### config.mk
export PLATFORM = sky130hd
export DESIGN_NAME = alu
export DESIGN_NICKNAME = d
export VERILOG_FILES = /design/src/cpu_pkg.sv /design/src/alu.sv
export VERILOG_INCLUDE_DIRS = /design/src
export SDC_FILE = /design/constraint.sdc
export NUM_CORES = 1
export LEC_CHECK = 0
export ABC_CLOCK_PERIOD_IN_PS = 3950
export BUFFER_PORTS_ARGS = -buffer_cell sky130_fd_sc_hd__buf_2
export CORE_AREA = 5 5 190 192
export DETAILED_ROUTE_END_ITERATION = 8
export DIE_AREA = 0 0 195 197
export PLACE_DENSITY_LB_ADDON = 0.08
export SETUP_SLACK_MARGIN = 0.5
export SYNTH_ARGS = -nofsm -noshare
export SYNTH_HDL_FRONTEND = slang
export SYNTH_SLANG_ARGS = --single-unit
### constraint.sdc
create_clock -name vclk -period 3.95
set_input_delay 0.395 -clock vclk [all_inputs]
set_output_delay 0.395 -clock vclk [all_outputs]
set_load 0.02 [all_outputs]
### src/cpu_params.svh
`ifndef CPU_PARAMS_SVH
`define CPU_PARAMS_SVH

// datapath and address width
`define XLEN 32

// register file
`define REG_COUNT 32
`define REG_ADDR_W 5

// memory depths in words
`define IMEM_WORDS 32
`define DMEM_WORDS 32

// word index width, shared by both memories
`define MEM_ADDR_W 5

`endif

### src/cpu_pkg.sv
`default_nettype none

`include "cpu_params.svh"

package cpu_pkg;

    // major opcodes of the supported subset
    typedef enum logic [6:0] {
        OP     = 7'b0110011,
        OP_IMM = 7'b0010011,
        LUI    = 7'b0110111,
        LOAD   = 7'b0000011,
        STORE  = 7'b0100011
    } opcode_t;

    typedef enum logic [3:0] {
        ADD = 4'd0,
        SUB = 4'd1,
        AND = 4'd2,
        OR  = 4'd3,
        XOR = 4'd4,
        SLT = 4'd5,
        SLL = 4'd6,
        SRL = 4'd7,
        SRA = 4'd8
    } alu_op_t;

    // writeback source
    typedef enum logic [1:0] {
        RESULT_ALU = 2'd0,
        RESULT_MEM = 2'd1,
        RESULT_IMM = 2'd2
    } result_sel_t;

    typedef struct packed {
        logic [`REG_ADDR_W-1:0] rs1;
        logic [`REG_ADDR_W-1:0] rs2;
        logic [`REG_ADDR_W-1:0] rd;
        logic [`XLEN-1:0]       imm;
        alu_op_t                alu_op;
        logic                   use_imm;
        logic                   reg_write;
        logic                   mem_write;
        result_sel_t            result_sel;
    } ctrl_t;

    typedef struct packed {
        logic [`MEM_ADDR_W-1:0] addr;
        logic [`XLEN-1:0]       data;
    } load_t;

    // one record per executed instruction
    typedef struct packed {
        logic                   valid;
        logic [`XLEN-1:0]       pc;
        logic [`XLEN-1:0]       instr;
        logic                   reg_write;
        logic [`REG_ADDR_W-1:0] rd;
        logic [`XLEN-1:0]       rd_value;
        logic                   mem_write;
        logic [`XLEN-1:0]       mem_addr;
        logic [`XLEN-1:0]       mem_data;
    } retire_t;

endpackage

`default_nettype wire

### src/alu.sv
`default_nettype none

`include "cpu_params.svh"

module alu
    import cpu_pkg::*;
(
    input  logic [`XLEN-1:0] a,
    input  logic [`XLEN-1:0] b,
    input  alu_op_t          alu_op,
    output logic [`XLEN-1:0] result
);

    logic [4:0] shamt;

    assign shamt = b[4:0];

    always_comb begin
        case (alu_op)
            ADD: result = a + b;
            SUB: result = a - b;
            AND: result = a & b;
            OR:  result = a | b;
            XOR: result = a ^ b;
            // signed compare
            SLT: result = {{(`XLEN-1){1'b0}}, $signed(a) < $signed(b)};
            SLL: result = a << shamt;
            SRL: result = a >> shamt;
            SRA: result = $signed(a) >>> shamt;
            default: result = '0;
        endcase
    end

endmodule

`default_nettype wire

==> run metrics <==
Routed Antenna Nets=0; max cap viols=0; 1st-iter DRT viols=1179; sequential-to-total area share from yosys stat=0%; M3 GR Usage=under 10%; Hold WC Path Type=primary input to output port; Nets=1640; Avg Inst Size Synth=around 6.6 µm²; initial core utilization=24.6%; Sw Pwr=1.15 mW; HPWL after DPL=~39000 µm; Seq cells=0; total wire length=just over 50000 µm; WL per Instance=approximately 26 µm; Power Dens Cells=roughly 160 nW/µm²; Hold Vio Cnt, Final=0; clock share of power=0%; Arr. time, crit path=around 3300 ps; worst path cell trace=buf_12 -> buf_12 -> buf_6 -> buf_6 -> mux4_2 -> and2_4 -> a311o_1 -> a311oi_2 -> buf_4 -> o21ai_4 -> a211o_1 -> a41oi_2 -> mux2_4 -> o22ai_4 -> buf_6; top-area cell type share of the netlist area=~14%; design area=approximately 12000 µm²; vias in the first global route=roughly 11000; busiest grt layer=met2; Slowest-stage cell, CP=mux4_2; top-count cell post-synth=nor2_1; total chip power=about 1.9 mW; GRT overflow=0; layout cells sized above 1=a little over a third; dpl cell area=about 10000 µm²; height of the die=~200 µm; Syn Std Cell Area=8410 µm²; commonest cells in the netlist=nor2_1 (148), a21oi_1 (129), nand2_1 (119), ha_1 (97), inv_1 (96); # hold bufs at CTS=0; Layout area overhead=43.7%; Internal Power=roughly 790 µW; Worst Setup Start Kind=primary input; combinational group share of total power=100.0%; number of diodes=0; # clk buffers=0; met2 Usage GRT=39.3%; die area=a little under 40000 µm²; Multi-input gate area=around 8700 µm²; Leak=just over 5 nW; final worst-path cycle share=a little over 90%; Bufs and invs on worst path=6; # DRC=0; largest net degree at the start of global routing=75; largest cells by area after synthesis=ha_1 (14%), a21oi_1 (7.7%), mux4_2 (7.0%), nor2_1 (6.6%), o21ai_0 (5.4%); crit-path max FO=6; register area=0 µm²; Cell Rows=68; met1 Usage GRT=a little under two fifths; Worst VDD drop=roughly 0.068 mV; Setup Viol. Count Final=0; Seq pwr share=0%; Ports=100; leading area contributor after synthesis=ha_1; Slew headroom=53.0%; status=complete, no violations; Netlist cell types=77; crit path time final=about 3700 ps; GRT Util Overall=approximately 25%; Vias=11431; CP endpoint kind=output port; fin. max-slew vios=0; CP dominant cell by count=buf_6; Synth Instances=roughly 1300; Max Fclk=between 0.2 and 0.3 GHz; max incr delay on CP=between 400 and 500 ps; Crit path required time=3560 ps; Fillers=~3800; RSZ-0062 raised after global routing=yes; placer's final routability congestion estimate=0.933; initial antenna violation count=0; Port Buffers=100; Mapped Nets=~1400; chip width=between 150 and 200 µm; Worst-Margin Slew=705 ps; delay-heaviest family, CP=compound AO/OA/AOI/OAI gates; First-pass DRT Iterations=7; YS warnings=0; Core ar.=34200 µm²; vias per cell=~6; type of the worst setup path=primary input to output port; global-route wire length before repair=~74000 µm; sw frac=around three fifths
[cell usage in the layout, fill, tap and decap left out, drive strengths merged, types with 12 or more instances in the layout]
| master | count |
|---|---|
| o221ai | 26 |
| buf | 290 |
| ha | 97 |
| o31ai | 17 |
| nand4 | 13 |
| a211oi | 32 |
| inv | 95 |
| mux4 | 26 |
| a22oi | 12 |
| nor3 | 21 |
| nand3 | 21 |
| mux2 | 15 |
| mux2i | 44 |
| o211ai | 28 |
| nand2b | 12 |
| o21bai | 12 |
| nor2 | 149 |
| a21oi | 130 |
| nand2 | 119 |
| a2111oi | 13 |
| o21ai | 93 |
| o22ai | 16 |
| a21o | 22 |
[worst min-delay path, stage by stage]
cell,delay [ps]
buf_2,100
inv_1,100
ha_4,130
o2111ai_1,110
buf_2,170
[worst paths after layout]
| kind | from | cells after the start | slack [ps] | to |
|---|---|---|---|---|
| setup / recovery | b[0] | 15 | 270 | result[24] |
| hold / removal | a[14] | 5 | 1400 | result[14] |
[stage by stage]
step	worst slack, ps	hold WS, ps	std cells	setup TNS [ps]	util (%)
finish	274	1400	1926	0	35.3
global route	212	1450	1926	0	35.3
CTS	250	1390	1913	0	34.0
detailed placement	-84.2	1390	1877	-84.2	30.4
global placement	-183	1370	1877	-258	30.4
floorplan	346	1210	1274	0	-
[area by class of cell]
type | count | area share (%)
timing repair buffer | 295 | 20.0
multi-input combinational | 1079 | 72.0
tap | 455 | 4.71
inverter | 97 | 3.27
[metal layers]
layer | routed length (µm) | vias up
li1 | - | 5192
met2 | 22400 | 537
met1 | 23200 | 5629
met5 | 0 | -
met4 | 1280 | 0
met3 | 3690 | 73
[power groups by stage]
stage,logic (mW),clock network [mW],registers [mW]
after floorplan,0.936,0,0
after global placement,1.61,0,0
after detailed placement,1.59,0,0
after CTS,1.81,0,0
after global routing,2.04,0,0
final,1.93,0,0
[kinds of logic (layout without fill, tap and decap cells)]
kind of cell | after synthesis | in the layout | share of synthesized area, %
compound gates | 499 | 499 | 39.8
simple gates | 389 | 389 | 21.0
buf+inv | 195 | 392 | 9.38
fa+ha+maj | 99 | 99 | 14.9
mux | 85 | 85 | 14.2
xor+xnor | 7 | 7 | 0.729
[what timing repair did]
action,4_1_cts,5_1_grt
endpoints found under the setup margin,22,22
gates resized for setup,196,89
buffers inserted,31,13
hold endpoints to repair,0,0
cloned,5,0
pin swaps,67,55
Power figures use the tool's default switching activity.
