==> src/cpu_params.svh <==
`ifndef CPU_PARAMS_SVH
`define CPU_PARAMS_SVH

// datapath and address width
`define XLEN 32

// register file
`define REG_COUNT 32
`define REG_ADDR_W 5

// memory depths in words
`define IMEM_WORDS 32
`define DMEM_WORDS 32

// word index width, shared by both memories
`define MEM_ADDR_W 5

`endif

==> src/cpu_pkg.sv <==
`default_nettype none

`include "cpu_params.svh"

package cpu_pkg;

    // major opcodes of the supported subset
    typedef enum logic [6:0] {
        OP     = 7'b0110011,
        OP_IMM = 7'b0010011,
        LUI    = 7'b0110111,
        LOAD   = 7'b0000011,
        STORE  = 7'b0100011
    } opcode_t;

    typedef enum logic [3:0] {
        ADD = 4'd0,
        SUB = 4'd1,
        AND = 4'd2,
        OR  = 4'd3,
        XOR = 4'd4,
        SLT = 4'd5,
        SLL = 4'd6,
        SRL = 4'd7,
        SRA = 4'd8
    } alu_op_t;

    // writeback source
    typedef enum logic [1:0] {
        RESULT_ALU = 2'd0,
        RESULT_MEM = 2'd1,
        RESULT_IMM = 2'd2
    } result_sel_t;

    typedef struct packed {
        logic [`REG_ADDR_W-1:0] rs1;
        logic [`REG_ADDR_W-1:0] rs2;
        logic [`REG_ADDR_W-1:0] rd;
        logic [`XLEN-1:0]       imm;
        alu_op_t                alu_op;
        logic                   use_imm;
        logic                   reg_write;
        logic                   mem_write;
        result_sel_t            result_sel;
    } ctrl_t;

    typedef struct packed {
        logic [`MEM_ADDR_W-1:0] addr;
        logic [`XLEN-1:0]       data;
    } load_t;

    // one record per executed instruction
    typedef struct packed {
        logic                   valid;
        logic [`XLEN-1:0]       pc;
        logic [`XLEN-1:0]       instr;
        logic                   reg_write;
        logic [`REG_ADDR_W-1:0] rd;
        logic [`XLEN-1:0]       rd_value;
        logic                   mem_write;
        logic [`XLEN-1:0]       mem_addr;
        logic [`XLEN-1:0]       mem_data;
    } retire_t;

endpackage

`default_nettype wire

==> src/register_file.sv <==
`default_nettype none

`include "cpu_params.svh"

module register_file
    import cpu_pkg::*;
(
    input  logic                   clk,
    input  logic                   reset,
    input  logic [`REG_ADDR_W-1:0] rs1,
    input  logic [`REG_ADDR_W-1:0] rs2,
    input  logic [`REG_ADDR_W-1:0] rd,
    input  logic                   write_enable,
    input  logic [`XLEN-1:0]       data_in,
    output logic [`XLEN-1:0]       data_out1,
    output logic [`XLEN-1:0]       data_out2
);

    logic [`XLEN-1:0] regs [`REG_COUNT];

    always_ff @(posedge clk) begin
        if (reset) begin
            for (int i = 0; i < `REG_COUNT; i++) begin
                regs[i] <= '0;
            end
        end else if (write_enable && rd != '0) begin
            // x0 is never written
            regs[rd] <= data_in;
        end
    end

    assign data_out1 = regs[rs1];
    assign data_out2 = regs[rs2];

    x0_reads_zero: assert property (@(posedge clk) disable iff (reset)
        (rs1 == '0 |-> data_out1 == '0) and (rs2 == '0 |-> data_out2 == '0));

endmodule

`default_nettype wire

==> config.mk <==
export PLATFORM = sky130hd
export DESIGN_NAME = register_file
export DESIGN_NICKNAME = d
export VERILOG_FILES = /design/src/cpu_pkg.sv /design/src/register_file.sv
export VERILOG_INCLUDE_DIRS = /design/src
export SDC_FILE = /design/constraint.sdc
export NUM_CORES = 2
export LEC_CHECK = 0
export BUFFER_PORTS_ARGS = -buffer_cell sky130_fd_sc_hd__buf_4
export CORE_ASPECT_RATIO = 0.6
export CORE_UTILIZATION = 40
export CTS_CLUSTER_SIZE = 16
export DETAILED_ROUTE_END_ITERATION = 7
export PLACE_DENSITY_LB_ADDON = 0.25
export SYNTH_ARGS = -nofsm -noshare
export SYNTH_HDL_FRONTEND = slang
export SYNTH_SLANG_ARGS = --single-unit
==> constraint.sdc <==
create_clock -name clk -period 2.2 [get_ports clk]
set_input_delay 0.22 -clock clk [delete_from_list [all_inputs] [get_ports clk]]
set_output_delay 0.22 -clock clk [all_outputs]
set_load 0.005 [all_outputs]
==> impl_metrics.env <==
export IMPL_place_congestion=0.887
export IMPL_fin_crit_ns=2.54
export IMPL_fin_util_pct=48.2
export IMPL_die_y_um=292
export IMPL_status="finished, violations left"
export IMPL_p_int_mw=35.4
export IMPL_finalNonFillerCells=6718
export IMPL_pre_cts_ws_ns=-0.268
export IMPL_grt_overflow=0
export IMPL_vdd_drop_max_mv=0.638
export IMPL_failed_checks="negative setup slack"
export IMPL_synth_cells=4605
export IMPL_ctsLongestPathBuffers=3
export IMPL_max_slew_margin_rel_pct=56.8
export IMPL_route_met3_wl_mm=26.0
export IMPL_synth_seq_cells=1024
export IMPL_startpoint_type="flop"
export IMPL_synthArstFlopShare_pct=0
export IMPL_drt_iter0_markers=5994
export IMPL_grt_first_pass_wirelength_mm=296
export IMPL_min_path_type="in -> reg"
export IMPL_fin_nets=4850
export IMPL_cts_buffers=102
export IMPL_drtAntennaViolNets=0
export IMPL_vias_per_cell=6.09
export IMPL_arrival_ns=2.32
export IMPL_clock_fmax_ghz=0.394
export IMPL_dominantRegCellSynth="edfxtp_1"
export IMPL_dp_cells=6502
export IMPL_top_layer_used="met4"
export IMPL_critPathTopFamily="flip-flops"
export IMPL_reg_top3="regs (1024)"
export IMPL_synthDistinctLibCells=29
export IMPL_drv_cap=0
export IMPL_fin_area_um2=66400
export IMPL_drive_above_1_share_pct=16.7
export IMPL_syn_area_um2=55900
export IMPL_grtUsageTotal_pct=29.4
export IMPL_slew_viol_final=0
export IMPL_dp_hpwl_mm=132
export IMPL_yosys_area_top_type="edfxtp_1"
export IMPL_power_switching_mw=13.0
export IMPL_switching_share_pct=26.8
export IMPL_setup_viol=61
export IMPL_clockPowerShare_pct=38.2
export IMPL_largest_reg_flops=1024
export IMPL_area_growth_pct=18.8
export IMPL_h_tree_depth=3
export IMPL_cts_tree="done"
export IMPL_crit_fanout=2
export IMPL_crit_top_cell="buf_4"
export IMPL_synth_edf_count=1024
export IMPL_root_buffer="clkbuf_16"
export IMPL_synthTopCellsByArea="edfxtp_1 (55%), mux2i_1 (18%), and2_1 (11%)"
export IMPL_clk_pin_slew_ns=0.07
export IMPL_pwr_share_seq_pct=47.8
export IMPL_route_met2_wl_mm=86.4
export IMPL_setup_ws_ns=-0.340
export IMPL_yosysSeqAreaShare_pct=55.0
export IMPL_slowest_delay_ns=0.43
export IMPL_crit_slowest_cell="edfxtp_1"
export IMPL_first_pass_iters=6
export IMPL_period_share_pct=115
export IMPL_wl_per_cell_um=31.5
export IMPL_path_cells="mux2i_1, a22o_1, nor3_1, buf_4, a31oi_2, nand3_2, buf_4"
export IMPL_floorplan_initialDensity_pct=40.6
export IMPL_clock_sinks=1024
export IMPL_power_frac_comb_pct=13.9
export IMPL_hold_viol=0
export IMPL_wl_met1_mm=91.9
export IMPL_coreArea_um2=138000
export IMPL_regMostFlops="regs"
export IMPL_yosys_warnings=0
export IMPL_drc=0
export IMPL_path_class="reg -> out"
export IMPL_antenna_found_initial=29
export IMPL_die_area_um2=141000
export IMPL_dpl_cell_area_um2=61900
export IMPL_crit_required_ns=1.98
export IMPL_rows=105
export IMPL_grt_max_degree=48
export IMPL_chipWidth_um=485
export IMPL_synth_top_area_share_pct=55.0
export IMPL_io_pins=114
export IMPL_portBuffers=113
export IMPL_rsz0062_at_grt="true"
export IMPL_grt_pass1_vias=39000
export IMPL_total_leakage_power_nw=26.1
export IMPL_synth_commonest_cells="edfxtp_1 (1024), mux2i_1 (1024), and2_1 (994), clkbuf_1 (218), nand2_1 (196)"
export IMPL_endpoint_kind="primary output"
export IMPL_syn_area_per_cell_um2=12.1
export IMPL_vias=40900
export IMPL_p_per_area_nw_per_um2=729
export IMPL_path_buf_inv=2
export IMPL_tightest_slew_ns=0.648
export IMPL_drt_total_wl_mm=212
[per-stage QoR]
step           TNS (ns)  total power, mW  hold slack [ns]
4_1_cts           -9.94             48.3          0.00223
3_3_place_gp     -0.417             29.7            0.726
3_5_place_dp     -0.395             29.8            0.729
6_report          -8.88             48.4           0.0195
5_1_grt          -14.04             49.6           0.0154
2_1_floorplan         0             26.7            0.418
[power by group through the flow]
stage,logic (mW),clock network (mW),registers (mW)
2_1_floorplan,3.36,0,23.3
3_3_place_gp,6.25,0,23.5
5_1_grt,7.00,19.3,23.2
4_1_cts,6.60,18.6,23.1
3_5_place_dp,6.29,0,23.5
6_report,6.75,18.5,23.1
[metal layers]
| layer | up-vias | global-route usage [%] |
|---|---|---|
| met5 | - | 0 |
| met4 | 0 | 9.94 |
| met3 | 435 | 7.52 |
| met2 | 2624 | 41.1 |
| met1 | 20600 | 43.6 |
| li1 | 17300 | - |
[kinds of logic (layout without fill, tap and decap cells)]
| group | Yosys count | in the layout | synth area share [%] |
|---|---|---|---|
| buffers and inverters | 446 | 693 | 3.90 |
| and+or+nand+nor | 1534 | 1534 | 15.7 |
| other | 1 | 48 | 0.00671 |
| AOI/OAI and AO/OA | 576 | 576 | 7.02 |
| DFF | 1024 | 1024 | 55.0 |
| muxes | 1024 | 1024 | 18.3 |
[placed cells by master (no fill, tap or decap), types with 11 or more instances in the layout]
cell and instances:
conb_1 32, a31oi_4 11, mux2i_1 1023, a22oi_1 192, nand3_1 157, and2_1 992, diode_2 16, clkinv_2 15
clkbuf_1 14, nand3_2 20, a22o_1 128, clkbuf_16 104, clkinv_1 22, nand3_4 17, dlygate4sd3_1 21, buf_6 36
a31oi_2 15, buf_12 147, nor3_1 29, or2_2 33, edfxtp_1 1024, nand2_1 194, a21oi_1 192, nor2_4 33
nor3_2 29, a31oi_1 38, buf_4 300, bufinv_16 13
[final timing paths]
| check | start | end | cells after the start |
|---|---|---|---|
| min | data_in[25] | regs[10][25] | 2 |
| max | regs[5][2] | data_out2[2] | 7 |
[timing repair]
item / in CTS / in global routing
gates resized for setup: 150 / 18
cloned: 0 / 0
hold endpoints to repair: 450 / 0
pin swaps: 89 / 45
endpoints found under the setup margin: 63 / 64
buffers inserted: 0 / 1
hold buffers: 21 / 0
[layout make-up]
type | instances | area (µm²)
fill | 12100 | 71300
sequential | 1024 | 30700
multi-input combinational | 3166 | 24100
timing repair buffer | 506 | 5840
clock buffer | 118 | 2660
tap | 1819 | 2280
clock inverter | 69 | 746
antenna | 16 | 40.0
Power figures use the tool's default switching activity.
