## config.mk

```make
export PLATFORM = sky130hd
export DESIGN_NAME = decoder
export DESIGN_NICKNAME = d
export VERILOG_FILES = /design/src/cpu_pkg.sv /design/src/decoder.sv
export VERILOG_INCLUDE_DIRS = /design/src
export SDC_FILE = /design/constraint.sdc
export NUM_CORES = 1
export LEC_CHECK = 0
export BUFFER_PORTS_ARGS = -buffer_cell sky130_fd_sc_hd__buf_2
export CELL_PAD_IN_SITES_DETAIL_PLACEMENT = 2
export CELL_PAD_IN_SITES_GLOBAL_PLACEMENT = 2
export CORE_ASPECT_RATIO = 1.5
export CORE_UTILIZATION = 15
export DETAILED_ROUTE_END_ITERATION = 7
export PLACE_DENSITY = 0.88
export SYNTH_ARGS = -nofsm -noshare
export SYNTH_HDL_FRONTEND = slang
export SYNTH_SLANG_ARGS = --single-unit
```

## constraint.sdc

```tcl
create_clock -name vclk -period 1.23
set_input_delay 0 -clock vclk [all_inputs]
set_output_delay 0 -clock vclk [all_outputs]
set_load 0.01 [all_outputs]
```

## src/cpu_params.svh

```systemverilog
`ifndef CPU_PARAMS_SVH
`define CPU_PARAMS_SVH

// datapath and address width
`define XLEN 32

// register file
`define REG_COUNT 32
`define REG_ADDR_W 5

// memory depths in words
`define IMEM_WORDS 32
`define DMEM_WORDS 32

// word index width, shared by both memories
`define MEM_ADDR_W 5

`endif

```

## src/cpu_pkg.sv

```systemverilog
`default_nettype none

`include "cpu_params.svh"

package cpu_pkg;

    // major opcodes of the supported subset
    typedef enum logic [6:0] {
        OP     = 7'b0110011,
        OP_IMM = 7'b0010011,
        LUI    = 7'b0110111,
        LOAD   = 7'b0000011,
        STORE  = 7'b0100011
    } opcode_t;

    typedef enum logic [3:0] {
        ADD = 4'd0,
        SUB = 4'd1,
        AND = 4'd2,
        OR  = 4'd3,
        XOR = 4'd4,
        SLT = 4'd5,
        SLL = 4'd6,
        SRL = 4'd7,
        SRA = 4'd8
    } alu_op_t;

    // writeback source
    typedef enum logic [1:0] {
        RESULT_ALU = 2'd0,
        RESULT_MEM = 2'd1,
        RESULT_IMM = 2'd2
    } result_sel_t;

    typedef struct packed {
        logic [`REG_ADDR_W-1:0] rs1;
        logic [`REG_ADDR_W-1:0] rs2;
        logic [`REG_ADDR_W-1:0] rd;
        logic [`XLEN-1:0]       imm;
        alu_op_t                alu_op;
        logic                   use_imm;
        logic                   reg_write;
        logic                   mem_write;
        result_sel_t            result_sel;
    } ctrl_t;

    typedef struct packed {
        logic [`MEM_ADDR_W-1:0] addr;
        logic [`XLEN-1:0]       data;
    } load_t;

    // one record per executed instruction
    typedef struct packed {
        logic                   valid;
        logic [`XLEN-1:0]       pc;
        logic [`XLEN-1:0]       instr;
        logic                   reg_write;
        logic [`REG_ADDR_W-1:0] rd;
        logic [`XLEN-1:0]       rd_value;
        logic                   mem_write;
        logic [`XLEN-1:0]       mem_addr;
        logic [`XLEN-1:0]       mem_data;
    } retire_t;

endpackage

`default_nettype wire

```

## src/decoder.sv

```systemverilog
`default_nettype none

`include "cpu_params.svh"

module decoder
    import cpu_pkg::*;
(
    input  logic [`XLEN-1:0] instr,
    output ctrl_t            ctrl
);

    opcode_t          opcode;
    logic [2:0]       funct3;
    logic             funct7_5;
    logic [`XLEN-1:0] imm_i;
    logic [`XLEN-1:0] imm_s;
    logic [`XLEN-1:0] imm_u;

    assign opcode   = opcode_t'(instr[6:0]);
    assign funct3   = instr[14:12];
    assign funct7_5 = instr[30];

    // immediate formats
    assign imm_i = {{20{instr[31]}}, instr[31:20]};
    assign imm_s = {{20{instr[31]}}, instr[31:25], instr[11:7]};
    assign imm_u = {instr[31:12], 12'b0};

    // funct7 bit 5 only selects sub for register ops
    function automatic alu_op_t arith_op(
        input logic [2:0] f3,
        input logic       f7_5,
        input logic       is_reg
    );
        alu_op_t op;
        case (f3)
            3'b000:  op = (is_reg && f7_5) ? SUB : ADD;
            3'b001:  op = SLL;
            3'b010:  op = SLT;
            3'b100:  op = XOR;
            3'b101:  op = f7_5 ? SRA : SRL;
            3'b110:  op = OR;
            3'b111:  op = AND;
            default: op = ADD;
        endcase
        return op;
    endfunction

    always_comb begin
        ctrl            = '0;
        ctrl.rs1        = instr[19:15];
        ctrl.rs2        = instr[24:20];
        ctrl.rd         = instr[11:7];
        ctrl.alu_op     = ADD;
        ctrl.result_sel = RESULT_ALU;
        case (opcode)
            OP: begin
                ctrl.alu_op    = arith_op(funct3, funct7_5, 1'b1);
                ctrl.reg_write = 1'b1;
            end
            OP_IMM: begin
                ctrl.imm       = imm_i;
                ctrl.use_imm   = 1'b1;
                ctrl.alu_op    = arith_op(funct3, funct7_5, 1'b0);
                ctrl.reg_write = 1'b1;
            end
            LUI: begin
                ctrl.imm        = imm_u;
                ctrl.reg_write  = 1'b1;
                ctrl.result_sel = RESULT_IMM;
            end
            LOAD: begin
                ctrl.imm        = imm_i;
                ctrl.use_imm    = 1'b1;
                ctrl.reg_write  = 1'b1;
                ctrl.result_sel = RESULT_MEM;
            end
            STORE: begin
                ctrl.imm       = imm_s;
                ctrl.use_imm   = 1'b1;
                ctrl.mem_write = 1'b1;
            end
            default: begin
                // anything else retires as a no-op
                ctrl.reg_write = 1'b0;
                ctrl.mem_write = 1'b0;
            end
        endcase
    end

endmodule

`default_nettype wire

```

==> results of run 1 <==
==> power by group <==
| part | switching (mW) | total (mW) | internal (mW) | leakage [nW] |
|---|---|---|---|---|
| Clock | 0 | 0 | 0 | 0 |
| Combinational | 0.143 | 0.248 | 0.105 | 0.588 |
| Sequential | 0 | 0 | 0 | 0 |
| Total | 0.143 | 0.248 | 0.105 | 0.588 |
==> critical path, delay by kind of cell <==
kind / cells / cell delay, ns
simple gates: 3 / 0.74
buf+inv: 2 / 0.27
==> per-stage QoR <==
step / instance area, um^2 / power [mW] / worst slack, ns / util
final: 1080 / 0.248 / 0.224 / 0.238
after detailed placement: 1080 / 0.253 / 0.175 / 0.238
after floorplan: 711 / 0.158 / 0.417 / -
after global placement: 1080 / 0.243 / 0.213 / 0.238
after CTS: 1080 / 0.253 / 0.196 / 0.238
after global routing: 1080 / 0.273 / 0.115 / 0.238
==> layout by cell type (no fill, tap or decap), drive strengths merged <==
cell type	count
a211oi	1
a21oi	27
a22oi	1
a32oi	1
and2	8
and2b	2
and3	1
and4bb	1
buf	91
inv	1
nand2	22
nand2b	1
nand3b	2
nand4bb	1
nor2	7
nor2b	8
nor3	3
nor3b	1
nor4	1
o211a	1
o211ai	1
==> per-layer routing <==
layer | track usage | up-vias | part of all wire
met1 | 0.130 | 498 | 0.34
met4 | 0 | 0 | 0
met5 | 0 | - | 0
met3 | 0.00597 | 0 | 0.058
li1 | - | 505 | -
met2 | 0.286 | 48 | 0.60
==> kinds of logic after synthesis <==
kind of cell	after synthesis	synth area share
AND/OR/NAND/NOR	58	0.479
buffers and inverters	24	0.246
AO/OA/AOI/OAI	32	0.275
==> layout make-up <==
class | instances | share of cell area
well taps | 64 | 0.0740
repair buffers | 91 | 0.428
multi-input cells | 90 | 0.495
inverters | 1 | 0.00347
==> worst paths after layout <==
check        to  slack [ns]  cells past startpoint
min    ctrl[44]        0.20                      2
max     ctrl[0]        0.22                      5
==> synth_stat cells, drive strengths merged <==
library cell,count
a211oi,1
a21oi,27
and4bb,1
nand4bb,1
clkbuf,4
o211a,1
buf,19
nand3b,2
o211ai,1
nor2,7
and2b,2
nand2,22
and2,8
and3,1
nand2b,1
nor3,3
inv,1
nor4,1
a22oi,1
a32oi,1
nor2b,8
nor3b,1
==> results by group, run 1 <==
Status
  – Outcome: complete, no violations

Worst setup path
  – CP Max Fanout: 7
  – Setup CP Type: in2out
  – Critical Path, Cell by Cell: buf_2 -> and4bb_2 -> nand2b_1 -> nor3_1 -> buf_2
  – Critical path endpoint category: output port
  – CP startpoint: instr[3]
  – Worst path arrival time: 1.01 ns
  – CP peak stage delay: 0.35 ns
  – Setup crit start kind: primary input
  – Worst path most repeated cell: buf_2
  – Critical Path RT: 1.23 ns
  – CP max stage cell: and4bb_2

Die
  – Die Ht: 86.3 um
  – DIE AREA: 5020 um^2
  – Die X-Extent: 58.2 um
  – I/O pin total: 88
  – Core area: 4540 um^2
  – Initial Util: 0.156
  – Rows: 30

Synth
  – Ys Warns: 0
  – Post-synth top area cell: buf_4
  – Ranking of synthesized cells by area: buf_4 (17%), a21oi_1 (15%), nand2_1 (12%), and2_1 (7.0%), nor2b_1 (7.0%)
  – Cell Area, Synth: 711 um^2
  – Syn avg cell area: 6.23 um^2
  – Post-synth cell types: 26
  – Sequential share of the synthesized area: 0
  – Net Count, Synth: 146
  – Yosys top cell area share: 0.169
  – Mapped Cells: 114

GRT
  – Gr usage total: 0.128
  – Antenna violations before repair: 0
  – Total gr overflow: 0
  – Pin count of the biggest net entering global routing: 22
  – Vias in the first global route: 1081
  – First-pass GRT wire length: 5.22 mm

Routing
  – DRT antenna net count: 0
  – Initial DRC Count: 12
  – Drt pass-1 iters: 3
  – DRC errors left: 0
  – WL final: 3.42 mm
  – Avg Vias per Cell: 4.27
  – Vias: 1051
  – DR WL/cell: 13.9 um

Timing
  – Clock period minus final worst setup slack: 1.01 ns
  – Final setup violation count: 0
  – Slew Limit Fails: 0
  – Hold Vio Cnt, Final: 0
  – Fmax achieved: 0.994 GHz
  – Rel. slew slack: 0.788
  – Total Neg Setup Slack: 0 ns
  – Worst Max-Slew Pin Slew: 0.318 ns
  – RSZ-0062 raised after global routing: no
  – Hold_ws: 0.200 ns
  – Final clock period utilization by the worst path: 0.818

Layout
  – Sequential cell area: 0 um^2
  – Nets@finish: 216
  – Synth-to-layout area growth: 52.3%
  – Layout fillers: 590
  – Clock buf count: 0
  – Multi-input logic area: 536 um^2
  – Diodes inserted: 0
  – Fin cells: 246
  – Layout cells sized above 1: 0.555
  – Sequential cells: 0

CTS
  – CTS resizes: 0
  – Postcts setup bufs: 0
  – Post-CTS Hold Buffers: 0

Power and ir drop
  – Maximum vdd drop: 84.1 uV
  – Leak: 0.588 nW
  – Pwr dens: 229 nW/um^2

Placed design
  – Placed cell count: 246
  – GPL Wtd Cong: 0.685
  – IO Port Bufs: 88
  – HPWL Detailed: 2.88 mm

Run
  – Max Cap Viol: 0

Min path
  – Hold path startpoint: instr[10]
  – Worst min path class: in2out
No activity file was read; power rests on OpenSTA's default activity.
==> run 2, diff against run 1 <==
CORE_UTILIZATION = 13   (was 15)
PLACE_DENSITY = 0.81   (was 0.88)
clock period = 0.87 ns   (was 1.23 ns; I/O delays follow)
==> results by group, run 2 (same netlist as run 1, synthesis figures left out) <==
Routing
  – DRC errors left: 0
  – Drt pass-1 iters: 3
  – Vias: 1105
  – WL final: 3.83 mm
  – Initial DRC Count: 6
  – Avg Vias per Cell: 4.20
  – DR WL/cell: 14.6 um
  – DRT antenna net count: 0

Placed design
  – GPL Wtd Cong: 0.737
  – IO Port Bufs: 88
  – Post-Place Worst Slack: -0.158 ns
  – HPWL Detailed: 2.95 mm
  – DP Area: 1170 um^2

Layout
  – Layout fillers: 661
  – Layout cells sized above 1: 0.723
  – Commonest non-fill, non-tap cell in the layout: buf_2
  – Sequential cells: 0
  – Synth-to-layout area growth: 103%
  – Design area: 1440 um^2
  – Final Core Density: 0.277
  – Diodes inserted: 0
  – Sequential cell area: 0 um^2
  – Clock buf count: 0
  – Nets@finish: 229
  – Most frequent cells in the layout: buf_2 (74), nand2_1 (21), buf_6 (20), a21oi_1 (14), a21oi_2 (13)

Die
  – DIE AREA: 5770 um^2
  – Die Ht: 92.6 um
  – I/O pin total: 88
  – Initial Util: 0.137
  – Die X-Extent: 62.4 um
  – Rows: 32
  – Core area: 5200 um^2

Timing
  – Final clock period utilization by the worst path: 1.18
  – RSZ-0062 raised after global routing: yes
  – Rel. slew slack: 0.816
  – Fmax achieved: 0.972 GHz
  – Slew Limit Fails: 0
  – Final setup violation count: 26
  – Clock period minus final worst setup slack: 1.03 ns
  – Final worst slack: -0.159 ns
  – Worst Max-Slew Pin Slew: 0.275 ns
  – Total Neg Setup Slack: -1.23 ns
  – Hold Vio Cnt, Final: 0
  – Hold_ws: 0.200 ns

GRT
  – First-pass GRT wire length: 5.54 mm
  – Total gr overflow: 0
  – Pin count of the biggest net entering global routing: 16
  – Gr usage total: 0.119
  – Antenna violations before repair: 0
  – Vias in the first global route: 1088

Worst setup path
  – Setup crit start kind: primary input
  – Critical Path RT: 0.87 ns
  – CP Max Fanout: 5
  – Worst path arrival time: 1.03 ns
  – Setup CP Type: in2out
  – Critical path endpoint category: output port

Power and ir drop
  – Int Power: 203 uW
  – Psw: 241 uW
  – Leak: 0.709 nW
  – Seq pwr share: 0
  – Comb power frac: 1.000
  – Maximum vdd drop: 109 uV
  – Clock network power share: 0
  – Pwr dens: 308 nW/um^2
  – Switching part of the total power: 0.543

Status
  – Failing checks: negative setup slack
  – Outcome: finished with violations

Min path
  – Worst min path class: in2out
  – Hold path depth: 2

Run
  – Max Cap Viol: 0
run 2: final timing paths:
path                   from       end  slack [ns]
setup / recovery   instr[3]   ctrl[7]       -0.16
hold / removal    instr[16]  ctrl[52]        0.20
run 2: repair_timing:
action	in CTS	in global routing
gates resized for setup	26	30
gates cloned	1	0
hold buffers	0	0
pin swaps	15	5
buffers inserted	1	1
setup endpoints to repair	33	38
run 2: worst max-delay path, cell delays in order:
cell      delay, ns
buf_6          0.09
and4bb_4       0.39
o211ai_1       0.15
a211oi_2       0.23
buf_2          0.16
run 2: metrics by stage:
stage | cells | total power [mW]
finish | 263 | 0.444
global route | 263 | 0.483
floorplan | 114 | 0.224
global placement | 260 | 0.370
detailed placement | 260 | 0.383
CTS | 262 | 0.418
run 2: area by class of cell:
type                            instances  area [um^2]  share of cell area
Multi-Input combinational cell         91          668               0.464
Inverter                                1         3.75             0.00261
Tap cell                               68         85.1              0.0591
Timing Repair Buffer                  103          683               0.474
run 2: power by group through the flow:
stage / logic, mW / clock network (mW) / registers [mW]
2_1_floorplan: 0.224 / 0 / 0
3_3_place_gp: 0.370 / 0 / 0
3_5_place_dp: 0.383 / 0 / 0
4_1_cts: 0.418 / 0 / 0
5_1_grt: 0.483 / 0 / 0
6_report: 0.444 / 0 / 0
run 2: per-layer routing:
layer / track usage / wire (um)
met1: 0.118 / 1360
met2: 0.266 / 2280
met3: 0.00862 / 152
met4: 0.00969 / 37
met5: 0 / 0
==> run 3, diff against run 2 <==
==> constraint.sdc (replaced) <==
create_clock -name vclk -period 0.87
set_input_delay 0.087 -clock vclk [all_inputs]
set_output_delay 0.087 -clock vclk [all_outputs]
set_load 0.01 [all_outputs]
==> results by group, run 3 (same netlist as run 1, synthesis figures left out) <==
Status
  – Outcome: finished with violations
  – Failing checks: negative setup slack

GRT
  – Total gr overflow: 0
  – Pin count of the biggest net entering global routing: 12
  – Antenna violations before repair: 0
  – First-pass GRT wire length: 6.21 mm
  – Gr usage total: 0.134
  – Vias in the first global route: 1162

Layout
  – Layout fillers: 641
  – Final Core Density: 0.289
  – Synth-to-layout area growth: 111%
  – Commonest non-fill, non-tap cell in the layout: buf_2
  – Most frequent cells in the layout: buf_2 (75), nand2_1 (20), buf_6 (18), a21oi_2 (14), a21oi_1 (13)
  – Clock buf count: 0
  – Design area: 1500 um^2
  – Nets@finish: 234
  – Sequential cell area: 0 um^2
  – Sequential cells: 0
  – Layout cells sized above 1: 0.760
  – Diodes inserted: 0

Placed design
  – DP Area: 1210 um^2
  – HPWL Detailed: 3.04 mm
  – GPL Wtd Cong: 0.696
  – IO Port Bufs: 88

Worst setup path
  – Worst path arrival time: 1.05 ns
  – Critical path endpoint category: output port
  – CP peak stage delay: 0.23 ns
  – Critical Path RT: 0.78 ns
  – CP max stage cell: nand4bb_4
  – Setup CP Type: in2out
  – CP Max Fanout: 10
  – Setup crit start kind: primary input
  – Family with the most delay on the worst path: buffers and inverters
  – Critical Path, Cell by Cell: buf_6 -> nand4bb_4 -> buf_4 -> buf_16 -> a21oi_1 -> buf_2
  – CP bufs+invs: 4

Timing
  – Rel. slew slack: 0.834
  – Worst Max-Slew Pin Slew: 0.248 ns
  – Fmax achieved: 0.877 GHz
  – Hold Vio Cnt, Final: 0
  – Clock period minus final worst setup slack: 1.14 ns
  – Final setup violation count: 41
  – Slew Limit Fails: 0
  – Final worst slack: -0.270 ns
  – RSZ-0062 raised after global routing: yes
  – Final clock period utilization by the worst path: 1.31

Die
  – Core area: 5200 um^2
  – Rows: 32
  – Die X-Extent: 62.4 um
  – I/O pin total: 88
  – DIE AREA: 5770 um^2
  – Initial Util: 0.137
  – Die Ht: 92.6 um

Run
  – Max Cap Viol: 0

Routing
  – DRT antenna net count: 0
  – Vias: 1140
  – Drt pass-1 iters: 3
  – WL final: 4.05 mm
  – Avg Vias per Cell: 4.25
  – DRC errors left: 0
  – Initial DRC Count: 9
  – DR WL/cell: 15.1 um

Power and ir drop
  – Design Power: 486 uW
  – Maximum vdd drop: 211 uV
  – Leak: 0.758 nW
  – Pwr dens: 324 nW/um^2

Min path
  – Worst min path class: in2out

CTS
  – Post-CTS Hold Buffers: 0
run 3: cell types whose count changed in the layout (fill, tap and decap cells not counted), sizes merged:
cell    delta
buf        +3
and3       +1
clkbuf     +1
run 3: path summary, 6_finish.rpt:
path	startpoint	end	slack (ns)	cells after the start
worst max-delay path	instr[3]	ctrl[35]	-0.27	6
worst min-delay path	instr[16]	ctrl[52]	0.38	2
run 3: power by group:
part | switching, mW | internal, mW | total [mW]
registers | 0 | 0 | 0
clock network | 0 | 0 | 0
logic | 0.251 | 0.236 | 0.486
run 3: per-stage QoR:
| step | hold slack [ns] | TNS (ns) | setup WS (ns) | cells |
|---|---|---|---|---|
| after floorplan | 0.207 | -0.517 | -0.0485 | 114 |
| final | 0.377 | -8.10 | -0.270 | 268 |
| after global placement | 0.374 | -8.02 | -0.291 | 261 |
| after detailed placement | 0.375 | -9.07 | -0.342 | 261 |
| after CTS | 0.375 | -8.25 | -0.266 | 266 |
| after global routing | 0.388 | -9.66 | -0.290 | 268 |
run 3: repair_timing:
item	CTS	global route
resized for setup	38	25
endpoints found under the hold margin	0	0
buffers inserted	2	3
pin swaps	12	9
endpoints found under the setup margin	41	41
cloned	3	0
run 3: cell type report:
cell class / count / area, um^2 / area share
Inverter: 1 / 3.75 / 0.00250
Multi-Input combinational cell: 92 / 686 / 0.456
Tap cell: 68 / 85.1 / 0.0566
Timing Repair Buffer: 107 / 728 / 0.485
run 3: per-layer routing:
metal / track usage / share of wire
met5: 0 / 0
met4: 0 / 0
met3: 0.00862 / 0.035
met2: 0.291 / 0.62
met1: 0.143 / 0.34
