File: config.mk
export PLATFORM = sky130hd
export DESIGN_NAME = instruction_memory
export DESIGN_NICKNAME = d
export VERILOG_FILES = /design/src/cpu_pkg.sv /design/src/instruction_memory.sv
export VERILOG_INCLUDE_DIRS = /design/src
export SDC_FILE = /design/constraint.sdc
export NUM_CORES = 1
export LEC_CHECK = 0
export ABC_CLOCK_PERIOD_IN_PS = 3500
export BUFFER_PORTS_ARGS = -buffer_cell sky130_fd_sc_hd__buf_2
export CAP_MARGIN = 20
export CORE_ASPECT_RATIO = 1.4
export CORE_MARGIN = 10
export CORE_UTILIZATION = 45
export DETAILED_ROUTE_END_ITERATION = 12
export PLACE_DENSITY_LB_ADDON = 0.12
export SLEW_MARGIN = 20
export SYNTH_ARGS = -nofsm -noshare
export SYNTH_HDL_FRONTEND = slang
export SYNTH_SLANG_ARGS = --single-unit
File: constraint.sdc
create_clock -name clk -period 3.5 [get_ports clk]
set_input_delay 0.175 -clock clk [delete_from_list [all_inputs] [get_ports clk]]
set_output_delay 0.175 -clock clk [all_outputs]
set_load 0.05 [all_outputs]
File: src/cpu_params.svh
`ifndef CPU_PARAMS_SVH
`define CPU_PARAMS_SVH

// datapath and address width
`define XLEN 32

// register file
`define REG_COUNT 32
`define REG_ADDR_W 5

// memory depths in words
`define IMEM_WORDS 32
`define DMEM_WORDS 32

// word index width, shared by both memories
`define MEM_ADDR_W 5

`endif

File: src/cpu_pkg.sv
`default_nettype none

`include "cpu_params.svh"

package cpu_pkg;

    // major opcodes of the supported subset
    typedef enum logic [6:0] {
        OP     = 7'b0110011,
        OP_IMM = 7'b0010011,
        LUI    = 7'b0110111,
        LOAD   = 7'b0000011,
        STORE  = 7'b0100011
    } opcode_t;

    typedef enum logic [3:0] {
        ADD = 4'd0,
        SUB = 4'd1,
        AND = 4'd2,
        OR  = 4'd3,
        XOR = 4'd4,
        SLT = 4'd5,
        SLL = 4'd6,
        SRL = 4'd7,
        SRA = 4'd8
    } alu_op_t;

    // writeback source
    typedef enum logic [1:0] {
        RESULT_ALU = 2'd0,
        RESULT_MEM = 2'd1,
        RESULT_IMM = 2'd2
    } result_sel_t;

    typedef struct packed {
        logic [`REG_ADDR_W-1:0] rs1;
        logic [`REG_ADDR_W-1:0] rs2;
        logic [`REG_ADDR_W-1:0] rd;
        logic [`XLEN-1:0]       imm;
        alu_op_t                alu_op;
        logic                   use_imm;
        logic                   reg_write;
        logic                   mem_write;
        result_sel_t            result_sel;
    } ctrl_t;

    typedef struct packed {
        logic [`MEM_ADDR_W-1:0] addr;
        logic [`XLEN-1:0]       data;
    } load_t;

    // one record per executed instruction
    typedef struct packed {
        logic                   valid;
        logic [`XLEN-1:0]       pc;
        logic [`XLEN-1:0]       instr;
        logic                   reg_write;
        logic [`REG_ADDR_W-1:0] rd;
        logic [`XLEN-1:0]       rd_value;
        logic                   mem_write;
        logic [`XLEN-1:0]       mem_addr;
        logic [`XLEN-1:0]       mem_data;
    } retire_t;

endpackage

`default_nettype wire

File: src/instruction_memory.sv
`default_nettype none

`include "cpu_params.svh"

module instruction_memory
    import cpu_pkg::*;
(
    input  logic             clk,
    input  logic             reset,
    input  logic             load_req,
    input  load_t            load,
    output logic             load_ack,
    input  logic [`XLEN-1:0] pc,
    output logic [`XLEN-1:0] instr
);

    logic [`XLEN-1:0] mem [`IMEM_WORDS];
    logic             load_start;

    // new request seen while ack still low
    assign load_start = load_req && !load_ack;

    always_ff @(posedge clk) begin
        if (reset) begin
            load_ack <= 1'b0;
        end else if (load_start) begin
            load_ack <= 1'b1;
        end else if (!load_req) begin
            load_ack <= 1'b0;
        end
    end

    always_ff @(posedge clk) begin
        if (!reset && load_start) begin
            mem[load.addr] <= load.data;
        end
    end

    // word fetch, byte offset ignored
    assign instr = mem[pc[`MEM_ADDR_W+1:2]];

    ack_needs_req: assert property (@(posedge clk) disable iff (reset)
        $rose(load_ack) |-> $past(load_req));

endmodule

`default_nettype wire

==> impl_metrics.csv, run 1 <==
group,metric,value,unit
layout,syn_to_final_growth,14.2,%
clocking,ctsRootBufferMaster,"clkbuf_16",
clocking,clock_sinks,1025,
worst_setup_path,worstRegToRegCells,4,
synthesis,yosysTopAreaCell,"edfxtp_1",
worst_hold_path,hold_depth,1,
sta,setup_slack,0.930,ns
power,p_leak,15.7,nW
worst_setup_path,worstPathArrival,2.39,ns
placement,dp.final_hpwl,55.0,mm
worst_setup_path,crit_path_start_kind,"input pin",
die,dieArea,101000,um2
synthesis,synth_top_area_share,77.1,%
synthesis,syn-cell-area,39900,um2
worst_hold_path,min_to,"mem[18][23]",
worst_setup_path,cp_max_fo,41,
layout,fin_nets,2461,
layout,seq_area,30800,um2
die,die_height,372,um
route,ant_nets,0,
die,io_pins,105,
layout,drive_gt1_share,13.5,%
worst_setup_path,r2r_end,"mem[12][2]",
power,peakVddDrop,333,uV
placement,preCtsSetupSlack,0.935,ns
clocking,htreeDepth,3,
clocking,postCtsSetupBuffers,0,
placement,routabilityCongestion,0.756,
route,wire_per_inst,27.9,um
sta,rsz0062_at_grt,"no",
sta,fin_crit,2.57,ns
clocking,clockBufferDepth,3,
worst_hold_path,hold_class,"input pin to flip-flop",
layout,mostFrequentLayoutCells,"edfxtp_1, mux2i_1, nand2_1",
global_routing,grt_use_total,19.9,%
sta,fin_crit_sh,73.4,%
worst_setup_path,reg2reg_slack,1.10,ns
sta,setup_tns,0,ns
global_routing,antenna_found_initial,2,
worst_setup_path,cp.required,3.32,ns
route,postRouteWirelength,102,mm
clocking,clk_latency,0.67,ns
worst_hold_path,hp-start,"load[23]",
global_routing,overflow,0,
global_routing,grt_first_pass_wirelength,145,mm
synthesis,yosysWarnings,0,
worst_setup_path,setup.worst_path.end_class,"output port",
sta,worstMarginPinSlew,0.884,ns
synthesis,synthCells,2234,
synthesis,synthesis.area_per_instance,17.9,um2
die,die_width,272,um
worst_setup_path,r2r-start,"load_ack",
layout,layout_commonest_cell,"edfxtp_1",
global_routing,grt_max_degree,75,
route,dr_total_vias,20700,
layout,fill_cells,7155,
synthesis,synth-seq-cells,1025,
sta,fin_skew,0.0135,ns
route,viasPerCell,5.69,
worst_setup_path,worstSetupPathType,"input pin to output port",
sta,slew_headroom,40.9,%
clocking,cts_buffers,94,
synthesis,ys_seq_area_share,77.2,%
sta,fmax,389,MHz
die,core,88100,um2
synthesis,synth_fp_nets,2306,
placement,io_buffers,77,
sta,finalHoldViolations,0,
die,rows,129,
route,first_pass_iters,5,
outcome,status,"finished, final reports clean",
clocking,cts_resized,0,
clocking,cts_tree,"yes",
layout,multi_input_area,8620,um2
synthesis,ys_types,24,
sta,drv_slew,0,
clocking,clk_pin_slew_worst_paths,0.06,ns
run,drv_cap,0,
clocking,cts_hold_buffers,27,
route,first_iter_violations,1549,
die,start_util,45.3,%
sta,finalSetupViolCount,0,
power,power_density,549,nW/um2
global_routing,grt_pass1_vias,21000,
synthesis,synth_area_leaders,"edfxtp_1, mux2i_1, a22oi_1",
route,drcViolationCount,0,
cells by family (layout without fill, tap and decap cells):
family | Yosys count | count (layout) | synth area share [%]
DFF | 1025 | 1025 | 77.2
other | 0 | 1 | 0
muxes | 512 | 512 | 12.9
buffers and inverters | 128 | 359 | 1.91
AOI/OAI and AO/OA | 288 | 288 | 4.92
and+or+nand+nor | 281 | 281 | 3.17
cells in the mapped netlist, drive strengths merged:
cell and count:
a22o 64, a22oi 96, nand2 100, clkbuf 44, nand2b 3, or2 1, edfxtp 1024, nand3 98
nand3b 3, nor3 32, or3b 2, nor2 36, nor2b 3, buf 83, mux2i 512, dfxtp 1
and2 1, a31oi 32, or3 2, inv 1, a21oi 96
final cells by class:
cell class / instances / share of cell area, %
Antenna cell: 1 / 0.00549
Multi-Input combinational cell: 1081 / 18.9
Timing Repair Buffer: 186 / 3.72
Inverter: 1 / 0.00824
Sequential cell: 1025 / 67.6
Tap cell: 1179 / 3.24
Clock inverter: 52 / 1.02
Clock buffer: 120 / 5.52
sequential cells by signal, summed over array words and instances, names as in the netlist:
name / cells
load_ack: 1
mem: 1024
worst max-delay path by stage:
stage | startpoint | end | slack [ns] | cells past startpoint
2_1_floorplan | load_ack | mem[12][0] | 0.51 | 4
3_3_place_gp | pc[4] | instr[18] | 0.95 | 8
3_5_place_dp | pc[4] | instr[18] | 0.94 | 8
4_1_cts | pc[4] | instr[18] | 0.93 | 8
5_1_grt | pc[4] | instr[17] | 0.83 | 8
6_report | pc[4] | instr[18] | 0.93 | 8
routing by layer:
metal,global-route usage [%],wire length [um]
met3,2.59,4460
met2,34.9,52400
met5,0,13
met4,6.38,2770
met1,25.2,42100
power by group:
group | internal [W] | switching [W] | total (W) | leakage (nW)
clock network | 0.00566 | 0.00436 | 0.0100 | 1.45
logic | 0.000433 | 0.00100 | 0.00144 | 5.06
registers | 0.0135 | 0.00000814 | 0.0135 | 9.22
critical path: stages:
cell and delay [ns]:
buf_2 0.16, and2_4 0.65, buf_4 0.37, a22o_1 0.19, nor3_1 0.06, a31oi_1 0.32, nand3_1 0.18, buf_2 0.26
through the flow:
step / area (um2) / utilization (%) / std cells / hold WS (ns) / power [W]
floorplan: 39900 / - / 2234 / 0.258 / 0.0147
global placement: 42300 / 48.0 / 3445 / 0.352 / 0.0152
detailed placement: 42300 / 48.0 / 3445 / 0.354 / 0.0152
CTS: 45500 / 51.7 / 3644 / 0.00381 / 0.0252
global route: 45500 / 51.7 / 3644 / 0.0364 / 0.0258
finish: 45500 / 51.7 / 3645 / 0.0295 / 0.0250
No activity file was read; power rests on OpenSTA's default activity.
==> run 2, diff against run 1 <==
ABC_AREA = 1   (was default)
ABC_CLOCK_PERIOD_IN_PS = 2600   (was 3500)
clock period = 2.6 ns   (was 3.5 ns; I/O delays follow)
==> run 2 against run 1 <==
  * Combinational power up 67%
  * Largest power group unchanged
  * Core utilization up 0.12 points
  * Die area up 4.3%
  * Critical path type unchanged
  * Sequential share of layout area down 3.2 points
  * Register-to-register slack worse by 0.57 ns
  * Clock skew up 0.0027 ns
  * Synthesized area up 4.6%
  * Clock power up 44%
==> impl_metrics.csv, run 2 <==
group,metric,value,unit
sta,fin_crit,2.24,ns
global_routing,grt_pass1_vias,26700,
layout,final_cell_area,47800,um2
sta,fmax,446,MHz
clocking,clk_pin_slew_worst_paths,0.06,ns
worst_setup_path,cp.required,2.47,ns
worst_setup_path,crit_path_start_kind,"input pin",
layout,fill_cells,7839,
die,dieArea,105000,um2
route,drcViolationCount,0,
worst_setup_path,critPathTopFamily,"buffers and inverters",
power,p_sw,0.00779,W
placement,placed_area,44300,um2
synthesis,synth_edf_count,1024,
clocking,cts_resized,0,
die,io_pins,105,
worst_setup_path,slowest_delay,0.34,ns
placement,io_buffers,77,
sta,fin_skew,0.0162,ns
worst_setup_path,cp_max_fo,69,
power,peakVddDrop,546,uV
layout,mostFrequentLayoutCells,"nand2_1, edfxtp_1, nand3_1",
placement,routabilityCongestion,0.780,
clocking,cts_buffers,97,
worst_setup_path,worstPathArrival,2.11,ns
layout,reg_top3,"mem (1024), load_ack (1)",
layout,layout.cells.non_filler,4907,
power,power_frac_seq,52.0,%
sta,finalHoldViolations,0,
outcome,status,"finished, final reports clean",
layout,registers.top_by_ff_count,"mem",
global_routing,antenna_found_initial,3,
layout,fin_nets,3691,
clocking,clk_latency,0.69,ns
layout,largest_reg_flops,1024,
run,drv_cap,0,
synthesis,synth_fp_nets,3581,
power,p_int,0.0273,W
route,first_pass_iters,5,
layout,drive_gt1_share,10.0,%
die,die_width,277,um
route,ant_nets,0,
route,dr_total_vias,27200,
synthesis,synthFlopType,"edfxtp_1",
power,power_density,733,nW/um2
synthesis,ys_types,15,
synthesis,synth.most_common_cell,"nand2_1",
layout,layout_commonest_cell,"nand2_1",
global_routing,grt_max_degree,112,
synthesis,yosysWarnings,0,
route,viasPerCell,5.53,
power,p_leak,17.4,nW
placement,dp.final_hpwl,62.8,mm
sta,slew_headroom,54.0,%
global_routing,overflow,0,
die,die_height,380,um
clocking,htreeDepth,3,
worst_setup_path,cp_num_buf_inv,4,
power,p_comb_share,6.9,%
synthesis,synth_top_area_share,73.7,%
synthesis,ys_seq_area_share,73.7,%
worst_setup_path,crit_chain,"buf_8, buf_12, buf_12, nand2_1, nand3_1, nand3_1, nand2_1, nand2_1, nand2_1, nand2_1, nand2_1, buf_12",
power,clockPowerShare,41.1,%
clocking,cts_tree,"yes",
clocking,cts_hold_buffers,33,
worst_setup_path,setup.worst_path.end_class,"output port",
synthesis,yosysTopAreaCell,"edfxtp_1",
worst_setup_path,crit_slowest_cell,"buf_12",
sta,rsz0062_at_grt,"no",
sta,drv_slew,0,
worst_hold_path,hold_class,"input pin to flip-flop",
route,first_iter_violations,2332,
sta,finalSetupViolCount,0,
synthesis,ys_top_cells_by_count,"nand2_1, edfxtp_1, nand3_1",
synthesis,synth-seq-cells,1025,
sta,fin_crit_sh,86.2,%
synthesis,synth_area_leaders,"edfxtp_1, nand2_1, nand3_1",
global_routing,grt_first_pass_wirelength,173,mm
layout,syn_to_final_growth,14.6,%
synthesis,synth_async_sr_flop_share,0,%
die,core,92300,um2
sta,setup_slack,0.358,ns
die,start_util,45.2,%
worst_setup_path,timing.critical_path.mode_cell,"nand2_1",
placement,dpl.cell_count,4693,
clocking,clock_sinks,1025,
route,wire_per_inst,23.7,um
power,sw_frac_of_total,22.2,%
clocking,ctsRootBufferMaster,"clkbuf_16",
synthesis,synthCells,3509,
route,postRouteWirelength,116,mm
sta,worstMarginPinSlew,0.689,ns
synthesis,synthesis.area_per_instance,11.9,um2
sta,setup_tns,0,ns
clocking,clockBufferDepth,3,
clocking,postCtsSetupBuffers,0,
worst_setup_path,worstSetupPathType,"input pin to output port",
die,rows,132,
placement,preCtsSetupSlack,0.403,ns
global_routing,grt_use_total,21.6,%
synthesis,syn-cell-area,41700,um2
## run 2: changes by cell type in the layout (fill, tap and decap cells not counted), moves of 6 or more
| cell | before | now |
|---|---|---|
| nand2_1 | 99 | 1442 |
| buf_2 | 76 | 62 |
| a22oi_1 | 96 | 0 |
| nand3_1 | 98 | 778 |
| nor3_1 | 32 | 1 |
| a31oi_1 | 32 | 0 |
| mux2i_1 | 512 | 0 |
| buf_12 | 33 | 73 |
| clkbuf_1 | 23 | 17 |
| clkinv_1 | 18 | 25 |
| dlygate4sd3_1 | 27 | 33 |
| a21oi_1 | 96 | 0 |
| a22o_1 | 64 | 0 |
| buf_4 | 49 | 58 |
## run 2: kinds of logic after synthesis
kind of cell           synth area share (%)
DFF                                    73.7
and+or+nand+nor                        22.6
buffers and inverters                  3.64
## run 2: metal layers
layer	up-vias	wire length, um	track usage (%)
li1	12500	-	-
met1	13700	48000	27.6
met2	778	58700	37.1
met3	185	5950	2.89
met4	0	3540	7.87
met5	-	0	0
## run 2: final timing paths
check | start | endpoint | slack, ns | cells past startpoint
max | pc[2] | instr[13] | 0.36 | 12
min | load[4] | mem[1][4] | 0.03 | 1
max reg2reg | load_ack | mem[27][24] | 0.53 | 5
min reg2reg | load_ack | mem[7][6] | 1.09 | 4
## run 2: layout make-up
| class | instances | area [um2] | area share (%) |
|---|---|---|---|
| multi-input cells | 2255 | 9680 | 20.2 |
| diodes | 2 | 5.00 | 0.0105 |
| well taps | 1206 | 1510 | 3.16 |
| inverters | 11 | 71.3 | 0.149 |
| repair buffers | 229 | 2580 | 5.39 |
| clock inverters | 60 | 621 | 1.30 |
| flip-flops and latches | 1025 | 30800 | 64.3 |
| clock buffers | 119 | 2590 | 5.42 |
## run 2: power groups by stage
stage	sequential [W]	clock [W]	combinational, W
4_1_cts	0.0182	0.0146	0.00244
2_1_floorplan	0.0186	0	0.00144
5_1_grt	0.0182	0.0153	0.00265
3_5_place_dp	0.0186	0	0.00238
6_report	0.0182	0.0144	0.00241
3_3_place_gp	0.0186	0	0.00235
## run 2: per-stage QoR
stage	power (W)	utilization, %	hold slack [ns]
after global placement	0.0209	48.0	0.303
after detailed placement	0.0210	48.0	0.320
after global routing	0.0361	51.8	0.0514
after CTS	0.0353	51.8	0.0149
after floorplan	0.0200	-	0.202
final	0.0350	51.8	0.0321
==> run 3, diff against run 2 <==
CELL_PAD_IN_SITES_DETAIL_PLACEMENT = 1   (was default)
CELL_PAD_IN_SITES_GLOBAL_PLACEMENT = 1   (was default)
==> run 3 against run 2 <==
  * Clock power fell by 3%
  * Flip-flop and latch count did not move
  * Core utilization fell by 0.28 points
  * Non-clock buffer count fell by 6
  * First-iteration DRC count fell by 9.3%
  * Via count rose by 3.0%
  * Sequential power barely moved
  * Setup slack got worse by 0.0090 ns
  * Maximum frequency fell by 0.40%
==> impl_metrics.csv, run 3 (synthesis gave the netlist of run 2 again) <==
group,metric,value,unit
worst_setup_path,worstPathArrival,2.62,ns
route,drcViolationCount,0,
clocking,clockBufferDepth,3,
die,die_width,277,um
sta,rsz0062_at_grt,"no",
placement,io_buffers,77,
clocking,cts_resized,0,
placement,placed_area,44100,um2
layout,registers.top_by_ff_count,"mem",
placement,preCtsSetupSlack,0.365,ns
power,power_density,729,nW/um2
clocking,cts_buffers,99,
clocking,clk_pin_slew_worst_paths,0.06,ns
worst_setup_path,cp.required,2.97,ns
worst_setup_path,critPathTopFamily,"simple AND/OR/NAND/NOR gates",
clocking,postCtsSetupBuffers,0,
global_routing,grt_max_degree,117,
global_routing,grt_first_pass_wirelength,191,mm
layout,largest_reg_flops,1024,
placement,routabilityCongestion,0.782,
sta,fin_crit,2.25,ns
layout,finish.utilization,51.5,%
die,die_height,380,um
die,rows,132,
worst_setup_path,r2r-start,"load_ack",
sta,hold_ws,0.219,ns
worst_setup_path,worstSetupPathType,"flip-flop to flip-flop",
worst_setup_path,crit_path_start_kind,"flip-flop",
layout,mostFrequentLayoutCells,"nand2_1, edfxtp_1, nand3_1",
worst_setup_path,cp_num_buf_inv,1,
sta,fin_skew,0.0199,ns
worst_setup_path,crit_chain,"nor3_1, nand3_1, nor2_4, buf_12",
layout,final_cell_area,47600,um2
clocking,clk_latency,0.70,ns
sta,drv_slew,0,
layout,drive_gt1_share,9.73,%
worst_hold_path,hold_class,"input pin to flip-flop",
clocking,ctsRootBufferMaster,"clkbuf_16",
sta,slew_headroom,48.0,%
worst_setup_path,crit_start,"load_ack",
power,p_leak,17.3,nW
global_routing,antenna_found_initial,5,
route,dr_total_vias,28000,
sta,finalSetupViolCount,0,
worst_hold_path,hp-start,"load_req",
clocking,cts_tree,"yes",
die,dieArea,105000,um2
sta,fin_crit_sh,86.6,%
layout,fin_nets,3687,
global_routing,overflow,0,
sta,setup_slack,0.349,ns
global_routing,grt_use_total,24.0,%
worst_setup_path,cp_max_fo,17,
sta,fmax,444,MHz
run,drv_cap,0,
sta,finalHoldViolations,0,
sta,worstMarginPinSlew,0.780,ns
layout,reg_top3,"mem (1024), load_ack (1)",
layout,fill_cells,9482,
worst_setup_path,slowest_delay,0.54,ns
route,ant_nets,0,
worst_setup_path,worstRegToRegCells,4,
outcome,status,"finished, final reports clean",
clocking,clock_sinks,1025,
global_routing,grt_util_met2,43.5,%
worst_hold_path,hold_depth,4,
global_routing,met3_usage,2.64,%
worst_hold_path,min_to,"load_ack",
route,wire_per_inst,26.4,um
route,first_iter_violations,2114,
global_routing,busiest_layer,"met2",
route,viasPerCell,5.71,
worst_setup_path,r2r_end,"mem[7][30]",
placement,dpl.cell_count,4686,
route,postRouteWirelength,129,mm
route,first_pass_iters,5,
layout,layout.cells.non_filler,4900,
layout,syn_to_final_growth,14.0,%
placement,dp.final_hpwl,68.8,mm
power,peakVddDrop,615,uV
die,core,92300,um2
clocking,htreeDepth,3,
layout,layout_commonest_cell,"nand2_1",
die,start_util,45.2,%
die,io_pins,105,
worst_setup_path,crit_slowest_cell,"nor2_4",
worst_setup_path,reg2reg_slack,0.35,ns
worst_setup_path,setup.worst_path.end_class,"flip-flop",
global_routing,grtUsageMet1,29.2,%
global_routing,grt_pass1_vias,29700,
-- run 3: changes by cell type in the layout (fill, tap and decap cells not counted), sizes merged --
cell	delta
buf	-7
inv	+2
bufinv	-6
diode	+1
dlygate4sd3	+1
clkbuf	+2
-- run 3: layer usage --
layer | up-vias | routed length [um]
met5 | - | 39
met4 | 6 | 3760
met3 | 205 | 5420
met2 | 656 | 68000
met1 | 14600 | 51900
li1 | 12500 | -
-- run 3: tightest hold or removal path, stage by stage --
cell	delay, ns
buf_2	0.08
inv_1	0.04
nor2_1	0.07
dlygate4sd3_1	0.55
-- run 3: through the flow --
stage	setup TNS [ns]	power [W]
global placement	0	0.0210
detailed placement	0	0.0210
floorplan	-338.41	0.0200
global route	0	0.0358
CTS	0	0.0350
finish	0	0.0347
-- run 3: layout make-up --
class                      instances  area, um2  share of cell area (%)
multi-input combinational       2255       9680                    20.3
tap                             1206       1510                    3.17
antenna                            3       7.51                  0.0158
timing repair buffer             223       2460                    5.17
clock buffer                     121       2600                    5.47
clock inverter                    56        470                   0.989
sequential                      1025      30800                    64.7
inverter                          11       71.3                   0.150
-- run 3: report_power, final --
part           switching [W]  internal, W
clock                0.00619      0.00778
sequential         0.0000123       0.0182
combinational        0.00180     0.000667
total                0.00801       0.0267
-- run 3: how the worst max path moves through the flow --
stage | to | depth (start not counted)
after floorplan | mem[0][0] | 3
after global placement | mem[7][29] | 4
after detailed placement | instr[25] | 11
after CTS | instr[17] | 9
after global routing | instr[17] | 9
final | mem[7][30] | 4
-- run 3: what timing repair did --
item / 4_1_cts / 5_1_grt
endpoints found under the setup margin: 0 / 0
hold buffers: 34 / 0
endpoints found under the hold margin: 1009 / 0
